===== config.mk =====
export PLATFORM = sky130hd
export DESIGN_NAME = stage_id
export DESIGN_NICKNAME = d
export VERILOG_FILES = /design/src/logic/id_pkg.sv /design/src/logic/instr_decoder.sv /design/src/logic/register_file.sv /design/src/logic/operand_select.sv /design/src/logic/stage_id.sv
export SDC_FILE = /design/constraint.sdc
export NUM_CORES = 2
export LEC_CHECK = 0
export BUFFER_PORTS_ARGS = -buffer_cell sky130_fd_sc_hd__buf_2
export CAP_MARGIN = 20
export CORE_MARGIN = 3
export CORE_UTILIZATION = 60
export DETAILED_ROUTE_END_ITERATION = 8
export HOLD_SLACK_MARGIN = 0.15
export PLACE_DENSITY = 0.78
export SLEW_MARGIN = 10
export SYNTH_ARGS = -nofsm -noshare
export SYNTH_HDL_FRONTEND = slang
export SYNTH_SLANG_ARGS = --single-unit

===== constraint.sdc =====
create_clock -name clk -period 5.3 [get_ports clk]
set_clock_uncertainty 0.05 [all_clocks]
set_input_delay 0.265 -clock clk [delete_from_list [all_inputs] [get_ports clk]]
set_output_delay 0.265 -clock clk [all_outputs]
set_load 0.01 [all_outputs]

===== src/logic/id_pkg.sv =====
package id_pkg;

    typedef logic [4:0]  reg_addr_t;
    typedef logic [31:0] word_t;

    //////////////////////////////////////////////////////////////////////
    // instruction word
    //////////////////////////////////////////////////////////////////////

    typedef struct packed {
        logic [5:0] opcode;
        reg_addr_t  rs;
        reg_addr_t  rt;
        reg_addr_t  rd;
        logic [4:0] shamt;
        logic [5:0] funct;
    } r_fields_t;

    typedef struct packed {
        logic [5:0]  opcode;
        reg_addr_t   rs;
        reg_addr_t   rt;
        logic [15:0] imm;
    } i_fields_t;

    // same 32 bits, read as register or immediate format.
    typedef union packed {
        r_fields_t r;
        i_fields_t i;
    } instr_t;

    //////////////////////////////////////////////////////////////////////
    // opcodes and functions
    //////////////////////////////////////////////////////////////////////

    localparam logic [5:0] OPC_SPECIAL = 6'b000000;
    localparam logic [5:0] OPC_ADDI    = 6'b001000;
    localparam logic [5:0] OPC_ADDIU   = 6'b001001;
    localparam logic [5:0] OPC_SLTI    = 6'b001010;
    localparam logic [5:0] OPC_SLTIU   = 6'b001011;
    localparam logic [5:0] OPC_ANDI    = 6'b001100;
    localparam logic [5:0] OPC_ORI     = 6'b001101;
    localparam logic [5:0] OPC_XORI    = 6'b001110;
    localparam logic [5:0] OPC_LUI     = 6'b001111;

    localparam logic [5:0] FN_SLL  = 6'b000000;
    localparam logic [5:0] FN_SRL  = 6'b000010;
    localparam logic [5:0] FN_SRA  = 6'b000011;
    localparam logic [5:0] FN_SLLV = 6'b000100;
    localparam logic [5:0] FN_SRLV = 6'b000110;
    localparam logic [5:0] FN_SRAV = 6'b000111;
    localparam logic [5:0] FN_ADD  = 6'b100000;
    localparam logic [5:0] FN_ADDU = 6'b100001;
    localparam logic [5:0] FN_SUB  = 6'b100010;
    localparam logic [5:0] FN_SUBU = 6'b100011;
    localparam logic [5:0] FN_AND  = 6'b100100;
    localparam logic [5:0] FN_OR   = 6'b100101;
    localparam logic [5:0] FN_XOR  = 6'b100110;
    localparam logic [5:0] FN_NOR  = 6'b100111;
    localparam logic [5:0] FN_SLT  = 6'b101010;
    localparam logic [5:0] FN_SLTU = 6'b101011;

    //////////////////////////////////////////////////////////////////////
    // decode results
    //////////////////////////////////////////////////////////////////////

    typedef enum logic [7:0] {
        OP_NOP  = 8'h00,
        OP_AND  = 8'h01,
        OP_OR   = 8'h02,
        OP_XOR  = 8'h03,
        OP_NOR  = 8'h04,
        OP_SLL  = 8'h05,
        OP_SRL  = 8'h06,
        OP_SRA  = 8'h07,
        OP_ADD  = 8'h08,
        OP_ADDU = 8'h09,
        OP_SUB  = 8'h0a,
        OP_SUBU = 8'h0b,
        OP_SLT  = 8'h0c,
        OP_SLTU = 8'h0d
    } op_e;

    typedef enum logic [2:0] {
        CAT_NONE  = 3'd0,
        CAT_LOGIC = 3'd1,
        CAT_SHIFT = 3'd2,
        CAT_ARITH = 3'd3
    } cat_e;

    typedef struct packed {
        logic      legal;
        op_e       op;
        cat_e      cat;
        logic      rd_en_a;
        reg_addr_t rd_addr_a;
        logic      rd_en_b;
        reg_addr_t rd_addr_b;
        logic      wr_en;
        reg_addr_t wr_addr;
        word_t     imm;
    } decode_t;

    typedef struct packed {
        logic      en;
        reg_addr_t addr;
        word_t     data;
    } reg_write_t;

    typedef struct packed {
        logic      valid;
        logic      illegal;
        op_e       op;
        cat_e      cat;
        word_t     operand_a;
        word_t     operand_b;
        logic      wr_en;
        reg_addr_t wr_addr;
    } issue_t;

endpackage


===== src/logic/instr_decoder.sv =====
`timescale 1ns/1ps

module instr_decoder import id_pkg::*; (
    input  instr_t  instr,
    output decode_t dec
);

    always_comb begin
        logic form_rrr;
        logic form_shamt;
        logic form_imm;

        form_rrr   = 1'b0;
        form_shamt = 1'b0;
        form_imm   = 1'b0;

        dec           = '0;
        dec.op        = OP_NOP;
        dec.cat       = CAT_NONE;
        dec.rd_addr_a = instr.r.rs;
        dec.rd_addr_b = instr.r.rt;
        dec.wr_addr   = instr.r.rd;

        case (instr.r.opcode)
            OPC_SPECIAL: begin
                // three register forms.
                if (instr.r.shamt == 5'd0) begin
                    form_rrr = 1'b1;
                    case (instr.r.funct)
                        FN_AND:  begin dec.op = OP_AND;  dec.cat = CAT_LOGIC; end
                        FN_OR:   begin dec.op = OP_OR;   dec.cat = CAT_LOGIC; end
                        FN_XOR:  begin dec.op = OP_XOR;  dec.cat = CAT_LOGIC; end
                        FN_NOR:  begin dec.op = OP_NOR;  dec.cat = CAT_LOGIC; end
                        FN_SLLV: begin dec.op = OP_SLL;  dec.cat = CAT_SHIFT; end
                        FN_SRLV: begin dec.op = OP_SRL;  dec.cat = CAT_SHIFT; end
                        FN_SRAV: begin dec.op = OP_SRA;  dec.cat = CAT_SHIFT; end
                        FN_ADD:  begin dec.op = OP_ADD;  dec.cat = CAT_ARITH; end
                        FN_ADDU: begin dec.op = OP_ADDU; dec.cat = CAT_ARITH; end
                        FN_SUB:  begin dec.op = OP_SUB;  dec.cat = CAT_ARITH; end
                        FN_SUBU: begin dec.op = OP_SUBU; dec.cat = CAT_ARITH; end
                        FN_SLT:  begin dec.op = OP_SLT;  dec.cat = CAT_ARITH; end
                        FN_SLTU: begin dec.op = OP_SLTU; dec.cat = CAT_ARITH; end
                        default: form_rrr = 1'b0;
                    endcase
                end

                // shift by shamt, rs field must be zero.
                if (instr.r.rs == 5'd0) begin
                    form_shamt = 1'b1;
                    case (instr.r.funct)
                        FN_SLL:  begin dec.op = OP_SLL; dec.cat = CAT_SHIFT; end
                        FN_SRL:  begin dec.op = OP_SRL; dec.cat = CAT_SHIFT; end
                        FN_SRA:  begin dec.op = OP_SRA; dec.cat = CAT_SHIFT; end
                        default: form_shamt = 1'b0;
                    endcase
                end
            end

            OPC_ANDI: begin
                form_imm = 1'b1;
                dec.op   = OP_AND;
                dec.cat  = CAT_LOGIC;
                dec.imm  = {16'b0, instr.i.imm};
            end
            OPC_ORI: begin
                form_imm = 1'b1;
                dec.op   = OP_OR;
                dec.cat  = CAT_LOGIC;
                dec.imm  = {16'b0, instr.i.imm};
            end
            OPC_XORI: begin
                form_imm = 1'b1;
                dec.op   = OP_XOR;
                dec.cat  = CAT_LOGIC;
                dec.imm  = {16'b0, instr.i.imm};
            end
            // or with rs, which is zero in a well formed lui.
            OPC_LUI: begin
                form_imm = 1'b1;
                dec.op   = OP_OR;
                dec.cat  = CAT_LOGIC;
                dec.imm  = {instr.i.imm, 16'b0};
            end
            OPC_ADDI: begin
                form_imm = 1'b1;
                dec.op   = OP_ADD;
                dec.cat  = CAT_ARITH;
                dec.imm  = {{16{instr.i.imm[15]}}, instr.i.imm};
            end
            OPC_ADDIU: begin
                form_imm = 1'b1;
                dec.op   = OP_ADDU;
                dec.cat  = CAT_ARITH;
                dec.imm  = {{16{instr.i.imm[15]}}, instr.i.imm};
            end
            OPC_SLTI: begin
                form_imm = 1'b1;
                dec.op   = OP_SLT;
                dec.cat  = CAT_ARITH;
                dec.imm  = {{16{instr.i.imm[15]}}, instr.i.imm};
            end
            OPC_SLTIU: begin
                form_imm = 1'b1;
                dec.op   = OP_SLTU;
                dec.cat  = CAT_ARITH;
                dec.imm  = {{16{instr.i.imm[15]}}, instr.i.imm};
            end
            default: begin
                form_imm = 1'b0;
            end
        endcase

        //////////////////////////////////////////////////////////////////
        // operand and write enables per form
        //////////////////////////////////////////////////////////////////

        if (form_rrr) begin
            dec.legal   = 1'b1;
            dec.rd_en_a = 1'b1;
            dec.rd_en_b = 1'b1;
            dec.wr_en   = 1'b1;
        end

        if (form_shamt) begin
            dec.legal   = 1'b1;
            dec.rd_en_b = 1'b1;
            dec.wr_en   = 1'b1;
            dec.imm     = {27'b0, instr.r.shamt};
        end

        if (form_imm) begin
            dec.legal   = 1'b1;
            dec.rd_en_a = 1'b1;
            dec.wr_en   = 1'b1;
            dec.wr_addr = instr.i.rt;
        end
    end

endmodule


===== src/logic/register_file.sv =====
`timescale 1ns/1ps

module register_file import id_pkg::*; (
    input  logic       clk,
    input  logic       rst,
    input  reg_addr_t  rd_addr_a,
    output word_t      rd_data_a,
    input  reg_addr_t  rd_addr_b,
    output word_t      rd_data_b,
    input  reg_write_t wb
);

    // register 0 has no storage.
    word_t regs [1:31];

    always_ff @(posedge clk) begin
        if (rst) begin
            for (int i = 1; i < 32; i++) begin
                regs[i] <= '0;
            end
        end else if (wb.en && (wb.addr != 5'd0)) begin
            regs[wb.addr] <= wb.data;
        end
    end

    // no write-through, the forwarding ports cover that case.
    always_comb begin
        if (rd_addr_a == 5'd0) begin
            rd_data_a = '0;
        end else begin
            rd_data_a = regs[rd_addr_a];
        end
    end

    always_comb begin
        if (rd_addr_b == 5'd0) begin
            rd_data_b = '0;
        end else begin
            rd_data_b = regs[rd_addr_b];
        end
    end

endmodule


===== src/logic/operand_select.sv =====
`timescale 1ns/1ps

module operand_select import id_pkg::*; (
    input  logic       clk,
    input  logic       rst,
    input  logic       in_valid,
    input  decode_t    dec,
    input  word_t      rd_data_a,
    input  word_t      rd_data_b,
    input  reg_write_t ex_fwd,
    input  reg_write_t mem_fwd,
    output issue_t     issue
);

    word_t operand_a;
    word_t operand_b;
    logic  accept;

    // ex before mem before register file, immediate when not a read.
    function automatic word_t pick_operand(
        input logic       rd_en,
        input reg_addr_t  rd_addr,
        input word_t      rf_data,
        input word_t      imm,
        input reg_write_t ex_w,
        input reg_write_t mem_w
    );
        word_t result;

        if (rd_en && ex_w.en && (ex_w.addr == rd_addr) && (rd_addr != 5'd0)) begin
            result = ex_w.data;
        end else if (rd_en && mem_w.en && (mem_w.addr == rd_addr) && (rd_addr != 5'd0)) begin
            result = mem_w.data;
        end else if (rd_en) begin
            result = rf_data;
        end else begin
            result = imm;
        end
        return result;
    endfunction

    assign operand_a = pick_operand(dec.rd_en_a, dec.rd_addr_a, rd_data_a, dec.imm,
                                    ex_fwd, mem_fwd);
    assign operand_b = pick_operand(dec.rd_en_b, dec.rd_addr_b, rd_data_b, dec.imm,
                                    ex_fwd, mem_fwd);

    assign accept = in_valid && dec.legal;

    //////////////////////////////////////////////////////////////////////
    // id/ex register
    //////////////////////////////////////////////////////////////////////

    always_ff @(posedge clk) begin
        if (rst) begin
            issue         <= '0;
            issue.op      <= OP_NOP;
            issue.cat     <= CAT_NONE;
        end else begin
            issue.valid     <= accept;
            issue.illegal   <= in_valid && !dec.legal;
            issue.op        <= dec.op;
            issue.cat       <= dec.cat;
            issue.operand_a <= operand_a;
            issue.operand_b <= operand_b;
            // only a live, legal instruction may request a write.
            issue.wr_en     <= dec.wr_en && accept;
            issue.wr_addr   <= dec.wr_addr;
        end
    end

endmodule


===== src/logic/stage_id.sv =====
`timescale 1ns/1ps

module stage_id import id_pkg::*; (
    input  logic       clk,
    input  logic       rst,
    input  instr_t     instr,
    input  logic       in_valid,
    input  reg_write_t wb,
    input  reg_write_t ex_fwd,
    input  reg_write_t mem_fwd,
    output issue_t     issue
);

    decode_t dec;
    word_t   rd_data_a;
    word_t   rd_data_b;

    //////////////////////////////////////////////////////////////////////
    // decode
    //////////////////////////////////////////////////////////////////////

    instr_decoder u_decoder (
        .instr (instr),
        .dec   (dec)
    );

    //////////////////////////////////////////////////////////////////////
    // register read
    //////////////////////////////////////////////////////////////////////

    register_file u_regs (
        .clk       (clk),
        .rst       (rst),
        .rd_addr_a (dec.rd_addr_a),
        .rd_data_a (rd_data_a),
        .rd_addr_b (dec.rd_addr_b),
        .rd_data_b (rd_data_b),
        .wb        (wb)
    );

    // bypass, immediate and issue register.
    operand_select u_opsel (
        .clk       (clk),
        .rst       (rst),
        .in_valid  (in_valid),
        .dec       (dec),
        .rd_data_a (rd_data_a),
        .rd_data_b (rd_data_b),
        .ex_fwd    (ex_fwd),
        .mem_fwd   (mem_fwd),
        .issue     (issue)
    );

endmodule


=== Word-level counts from Yosys, hierarchy flattened ===
Memories as Yosys holds them, arrays and structs flattened.
Cells that the tools add are included.

* Flip-flop bits (word level): 83
* Memory bits (writable): 992
* Input bits: 149
* Memories kept: 1

* Equal/unequal tests: 27
* Muxes and demuxes: 35
* Reduce and logical (&&, ||, !) cells: 32

{| class="wikitable"
|+ Memories
! memory !! words !! width !! read ports !! clocked after memory_dff !! wr ports !! line !! text
|-
| u_regs.regs || 31 || 32 || 2 || 0 || 31 || register_file.sv:14 || <nowiki>word_t regs [1:31];</nowiki>
|}

{| class="wikitable"
|+ Operators by type and width
! cell !! count
|-
| 2-to-1 mux 32 bit || 10
|-
| one-hot mux 32 bit (3 select lines) || 1
|-
| one-hot mux 7 bit (13 select lines) || 1
|-
| one-hot mux 11 bit (8 select lines) || 1
|-
| equality test 6 bit, second input constant || 10
|-
| equality test 6 x 4 -> 1 bit, second input constant || 8
|-
| one-hot mux 11 bit (3 select lines) || 1
|-
| OR reduction 32 bit || 1
|-
| 2-to-1 mux 11 bit || 2
|-
| equality test 5 bit || 4
|-
| equality test 6 x 3 -> 1 bit, second input constant || 3
|-
| 2-to-1 mux 1 bit || 17
|-
| logical AND 1 bit || 16
|-
| logical NOT 5 bit || 3
|-
| nonzero test 5 bit || 3
|-
| OR reduction 13 bit || 1
|-
| equality test 6 x 2 -> 1 bit, second input constant || 2
|-
| logical NOT 6 bit || 2
|-
| OR reduction 8 bit || 1
|-
| 2-to-1 mux 6 bit || 1
|-
| OR reduction 3 bit || 2
|-
| 2-to-1 mux 5 bit || 1
|-
| OR reduction 4 bit || 1
|-
| OR reduction 2 bit || 1
|-
| logical NOT 1 bit || 1
|}

=== Longest topological paths before layout ===
* Word-level depth: 12
* Depth in mapped cells: 11
* Gate-level depth less buffers: 6

=== By module ===
From an unflattened synthesis, not the netlist that was laid out.

* Cells, all modules: 4120
* Area total of the unflattened synthesis: 59557.1 um2

{| class="wikitable"
|+ By module, submodules not included
! module !! instances !! cells each !! area each (um2) !! sequential area each (um2)
|-
| register_file || 1 || 3500 || 54225.8 || 30749.5
|-
| operand_select || 1 || 479 || 4421.7 || 1661.6
|-
| instr_decoder || 1 || 141 || 909.6 || 0.0
|}

=== Worst setup path after synthesis ===
OpenSTA, ideal clock, no wires.

* Path type: input to register
* From: input port rst
* To: memory u_regs.regs[13][0] (netlist bit), enable pin
* Arrival time: 3.465 ns
* Data required time: 4.784 ns
* Path slack: 1.319 ns
* Stages on the path: 5
* Path buffers: 2
* Cells stage by stage: clkbuf_1 nor2b_1 nand3b_1 clkbuf_1 o21ai_0

{| class="wikitable"
|+ RTL lines
! element !! line !! text
|-
| from (decl) || stage_id.sv:5 || <nowiki>input logic rst,</nowiki>
|-
| to (decl) || register_file.sv:14 ||
|}

=== Worst setup path after layout ===
* From: input port instr[5] (netlist bit)
* To: register, netlist name u_opsel.issue[57]

* Cells in the longest elaborated chain, start to end: 12
* Elaborated cells on any way between the ends: 36
* Those cells by class: eq/ne (15); mux (12); reduce/logical (9)

{| class="wikitable"
|+ Ends and longest elaborated chain
! element !! line !! text
|-
| from (decl) || stage_id.sv:6 || <nowiki>input instr_t instr,</nowiki>
|-
| equality test 6 bit or equality test 6 x 3 -> 1 bit (tied branches) || instr_decoder.sv:29 || <nowiki>case (instr.r.funct)</nowiki>
|-
| OR reduction 13 bit (no source line) || -- ||
|-
| 2-to-1 mux 1 bit || instr_decoder.sv:29 ||
|-
| 2-to-1 mux 1 bit || instr_decoder.sv:27 || <nowiki>if (instr.r.shamt == 5'd0) begin</nowiki>
|-
| 2-to-1 mux 1 bit || instr_decoder.sv:24 || <nowiki>case (instr.r.opcode)</nowiki>
|-
| 2-to-1 mux 1 bit || instr_decoder.sv:117 || <nowiki>if (form_rrr) begin</nowiki>
|-
| 2-to-1 mux 1 bit || instr_decoder.sv:131 || <nowiki>if (form_imm) begin</nowiki>
|-
| logical AND 1 bit (3 in a row) || operand_select.sv:32 || <nowiki>end else if (rd_en && mem_w.en && (mem_w.addr == rd_addr) && (rd_addr != 5'd0)) begin</nowiki>
|-
| 2-to-1 mux 32 bit || operand_select.sv:32 ||
|-
| 2-to-1 mux 32 bit (*) || operand_select.sv:30 || <nowiki>if (rd_en && ex_w.en && (ex_w.addr == rd_addr) && (rd_addr != 5'd0)) begin</nowiki>
|}

Every way passes the cells marked *; elsewhere a longest branch is shown, timed or not.
A chain may end at the register's enable or synchronous reset.

==> metrics <==
met3 GRT Util 19.12%; post-synthesis cell type count 74; clock latency on the worst-skew pair 0.73 ns; Die ar. 101000 µm²; share of cells above drive strength 1 between 20% and 30%; RSZ-0062 raised after global routing false; crit path launch instr[5]; type of the worst setup path in -> reg; DP Wirelength 131.1 mm; gr busiest metal met2; slack of the worst reg-to-reg path 2.52 ns; Primary FF master, synth edfxtp_1; hold path cells 4; crit path DAT 5.14 ns; maximum clock rate 0.2203 GHz; sequential element share of the synthesized area 55.38%; Worst-Margin Slew 1.274 ns; Reg-to-Reg Start u_regs.regs[12][9]; Post-synth EDFFs 1024; vias in the first global route 40.75k; Initial DRC Count roughly 7.8k; top cells by area, synth edfxtp_1 (53%), mux4_2 (20%), and2_1 (11%); via count 41.58k; Final ANT Viol Nets 0; largest net degree at the start of global routing about 100; total global routing overflow 0; Post-CTS Resized 0; Pre-antenna DRT Iters 9; WL final 210.8 mm; most frequent CP cell dlygate4sd3_1; Worst-path clk slew 0.06 ns; Final setup viols 0; CTS H-Tree Depth 3; top cells by count, synth edfxtp_1 (1024), and2_1 (1001), mux4_2 (522); Tcrit/Tclk final approximately 86%; top-count cell post-synth edfxtp_1; critical path data required time around 6 ns; initial antenna violation count 26; Cell Pwr Density 317.7 nW/µm²; DR WL/cell 37.85 µm; FF+latch count, synth approximately 1.1k; Area Growth Syn to Fin 14.56%; CTS tree built; first-pass GRT wire length 296.6 mm; HP Class in -> reg; die height 317.8 µm; CP Cell Sequence dlygate4sd3_1, buf_2, nor2b_1, a21oi_1, o31a_1, or3_1, nor2_4, a221o_1, dlygate4sd3_1; post-CTS setup buffer count 0; Startpoint Class primary input; CP max stage delay about 1.1 ns; gpl congestion about 0.99; Syn Area/Cell 14.81 µm²; Inserted Clock Buffers 114; Mapped Area 58350 µm²; clock sinks between 1k and 1.5k; CTS root buf clkbuf_16; worst-case reg-to-reg path depth 6; Via density between 7 and 8; Crit-path slowest cell nor2_4; MaxCap Viol Count 0; Yosys top cell area share 52.70%; Tmin final 4.539 ns; count of pins over their slew limit 0; area of the multi-input gates 24980 µm²; Final Net Count 4340; Worst Path Max Fanout 26; Syn. warnings 0; Cells after Synth 3940; Core Area 95720 µm²; setup_tns 0 ns; worst r2r dst u_opsel.issue[47]; CTS max path bufs 3; initial core utilization 60.96%; final hold vios 0; GRT Util Overall 41.44%; met2 usage in global routing 59.35%; GR Layer Usage met1 about half; Die Width 317.8 µm; outcome finished clean; drc violations 0; Synth area leader edfxtp_1; reported leakage power 0.02358 µW; Port Buf Inserts 226; Async SR Flop Fraction 0%; Peak VDD IR 0.0002720 V; storage element area 32310 µm²; Rows between 100 and 150; Critical Path Sink u_opsel.issue[57]; fillers roughly 6k; IO Pins 232; WHS approximately 0.18 ns; CP Capture Type flop; relative slew slack between 10 and 15%
-- metrics by stage --
stage / setup slack (ns) / instances / area (µm²) / power, µW / util [%]
finish: 0.7611 / 5568 / 66840 / 21240 / 69.83
global route: 0.7761 / 5555 / 66810 / 21640 / 69.80
CTS: 1.148 / 5551 / 66780 / 21080 / 69.76
detailed placement: 1.472 / 5167 / 61170 / 12730 / 63.91
global placement: 1.571 / 5165 / 61120 / 12660 / 63.85
floorplan: 1.319 / 3976 / 58480 / 11800 / -
-- power by group --
part	leakage (µW)	total (µW)	internal, µW	switching [µW]
clock	0.00191	8470	4960	3510
sequential	0.0104	10200	9960	262
combinational	0.0113	2550	1070	1470
-- sequential cells by signal, summed over array words and instances, names as in the netlist --
name and flops:
u_regs.regs 1024, u_opsel.issue 78
-- logic make-up after synthesis --
family                 share of synthesized area, %
AND/OR/NAND/NOR                               13.72
flip-flops                                    55.38
multiplexers                                  23.05
buffers and inverters                         3.157
AO/OA/AOI/OAI                                 4.375
XOR/XNOR                                     0.3152
other                                      0.006427
-- layer usage --
| layer | up-vias | part of all wire (%) |
|---|---|---|
| met4 | 24 | 8.0 |
| met1 | 20480 | 31 |
| met3 | 1080 | 18 |
| met2 | 4369 | 43 |
| met5 | - | 0.17 |
| li1 | 15630 | - |
-- how the worst min path moves through the flow --
stage / endpoint / slack (ns) / from
CTS: u_opsel.issue[35] / 0.15 / ex_fwd[29]
finish: u_opsel.issue[35] / 0.18 / ex_fwd[29]
global placement: u_opsel.issue[60] / 0.47 / ex_fwd[22]
global route: u_opsel.issue[35] / 0.17 / ex_fwd[29]
floorplan: u_regs.regs[0][0] / 0.31 / wb[0]
detailed placement: u_opsel.issue[63] / 0.46 / mem_fwd[25]
-- cell type report --
type,instances,area share [%]
diodes,14,0.05241
clock buffers,138,4.511
clock inverters,76,1.325
inverters,7,0.04492
multi-input cells,2453,37.37
flip-flops and latches,1102,48.34
well taps,1265,2.368
repair buffers,513,5.988
-- placed cells by master, fill, tap and decap left out, types with 37 or more instances in the layout --
master	n
nand2_1	82
clkbuf_16	116
a22oi_1	111
mux4_2	522
dfxtp_1	78
nand2b_1	39
nor2_1	55
buf_2	220
nand3_1	66
buf_4	99
dlygate4sd3_1	170
edfxtp_1	1024
mux2i_1	168
a21oi_1	55
and2_1	1000
conb_1	37
-- critical path: cells and delay by family --
family | cells | cell delay, ns
buf+inv | 3 | 1.49
compound gates | 3 | 1.09
simple gates | 3 | 2.26
-- what timing repair did --
action / in CTS / in global routing
setup endpoints to repair: 0 / 0
hold buffers: 170 / 0
endpoints found under the hold margin: 699 / 0
(Power assumes the default switching activity.)
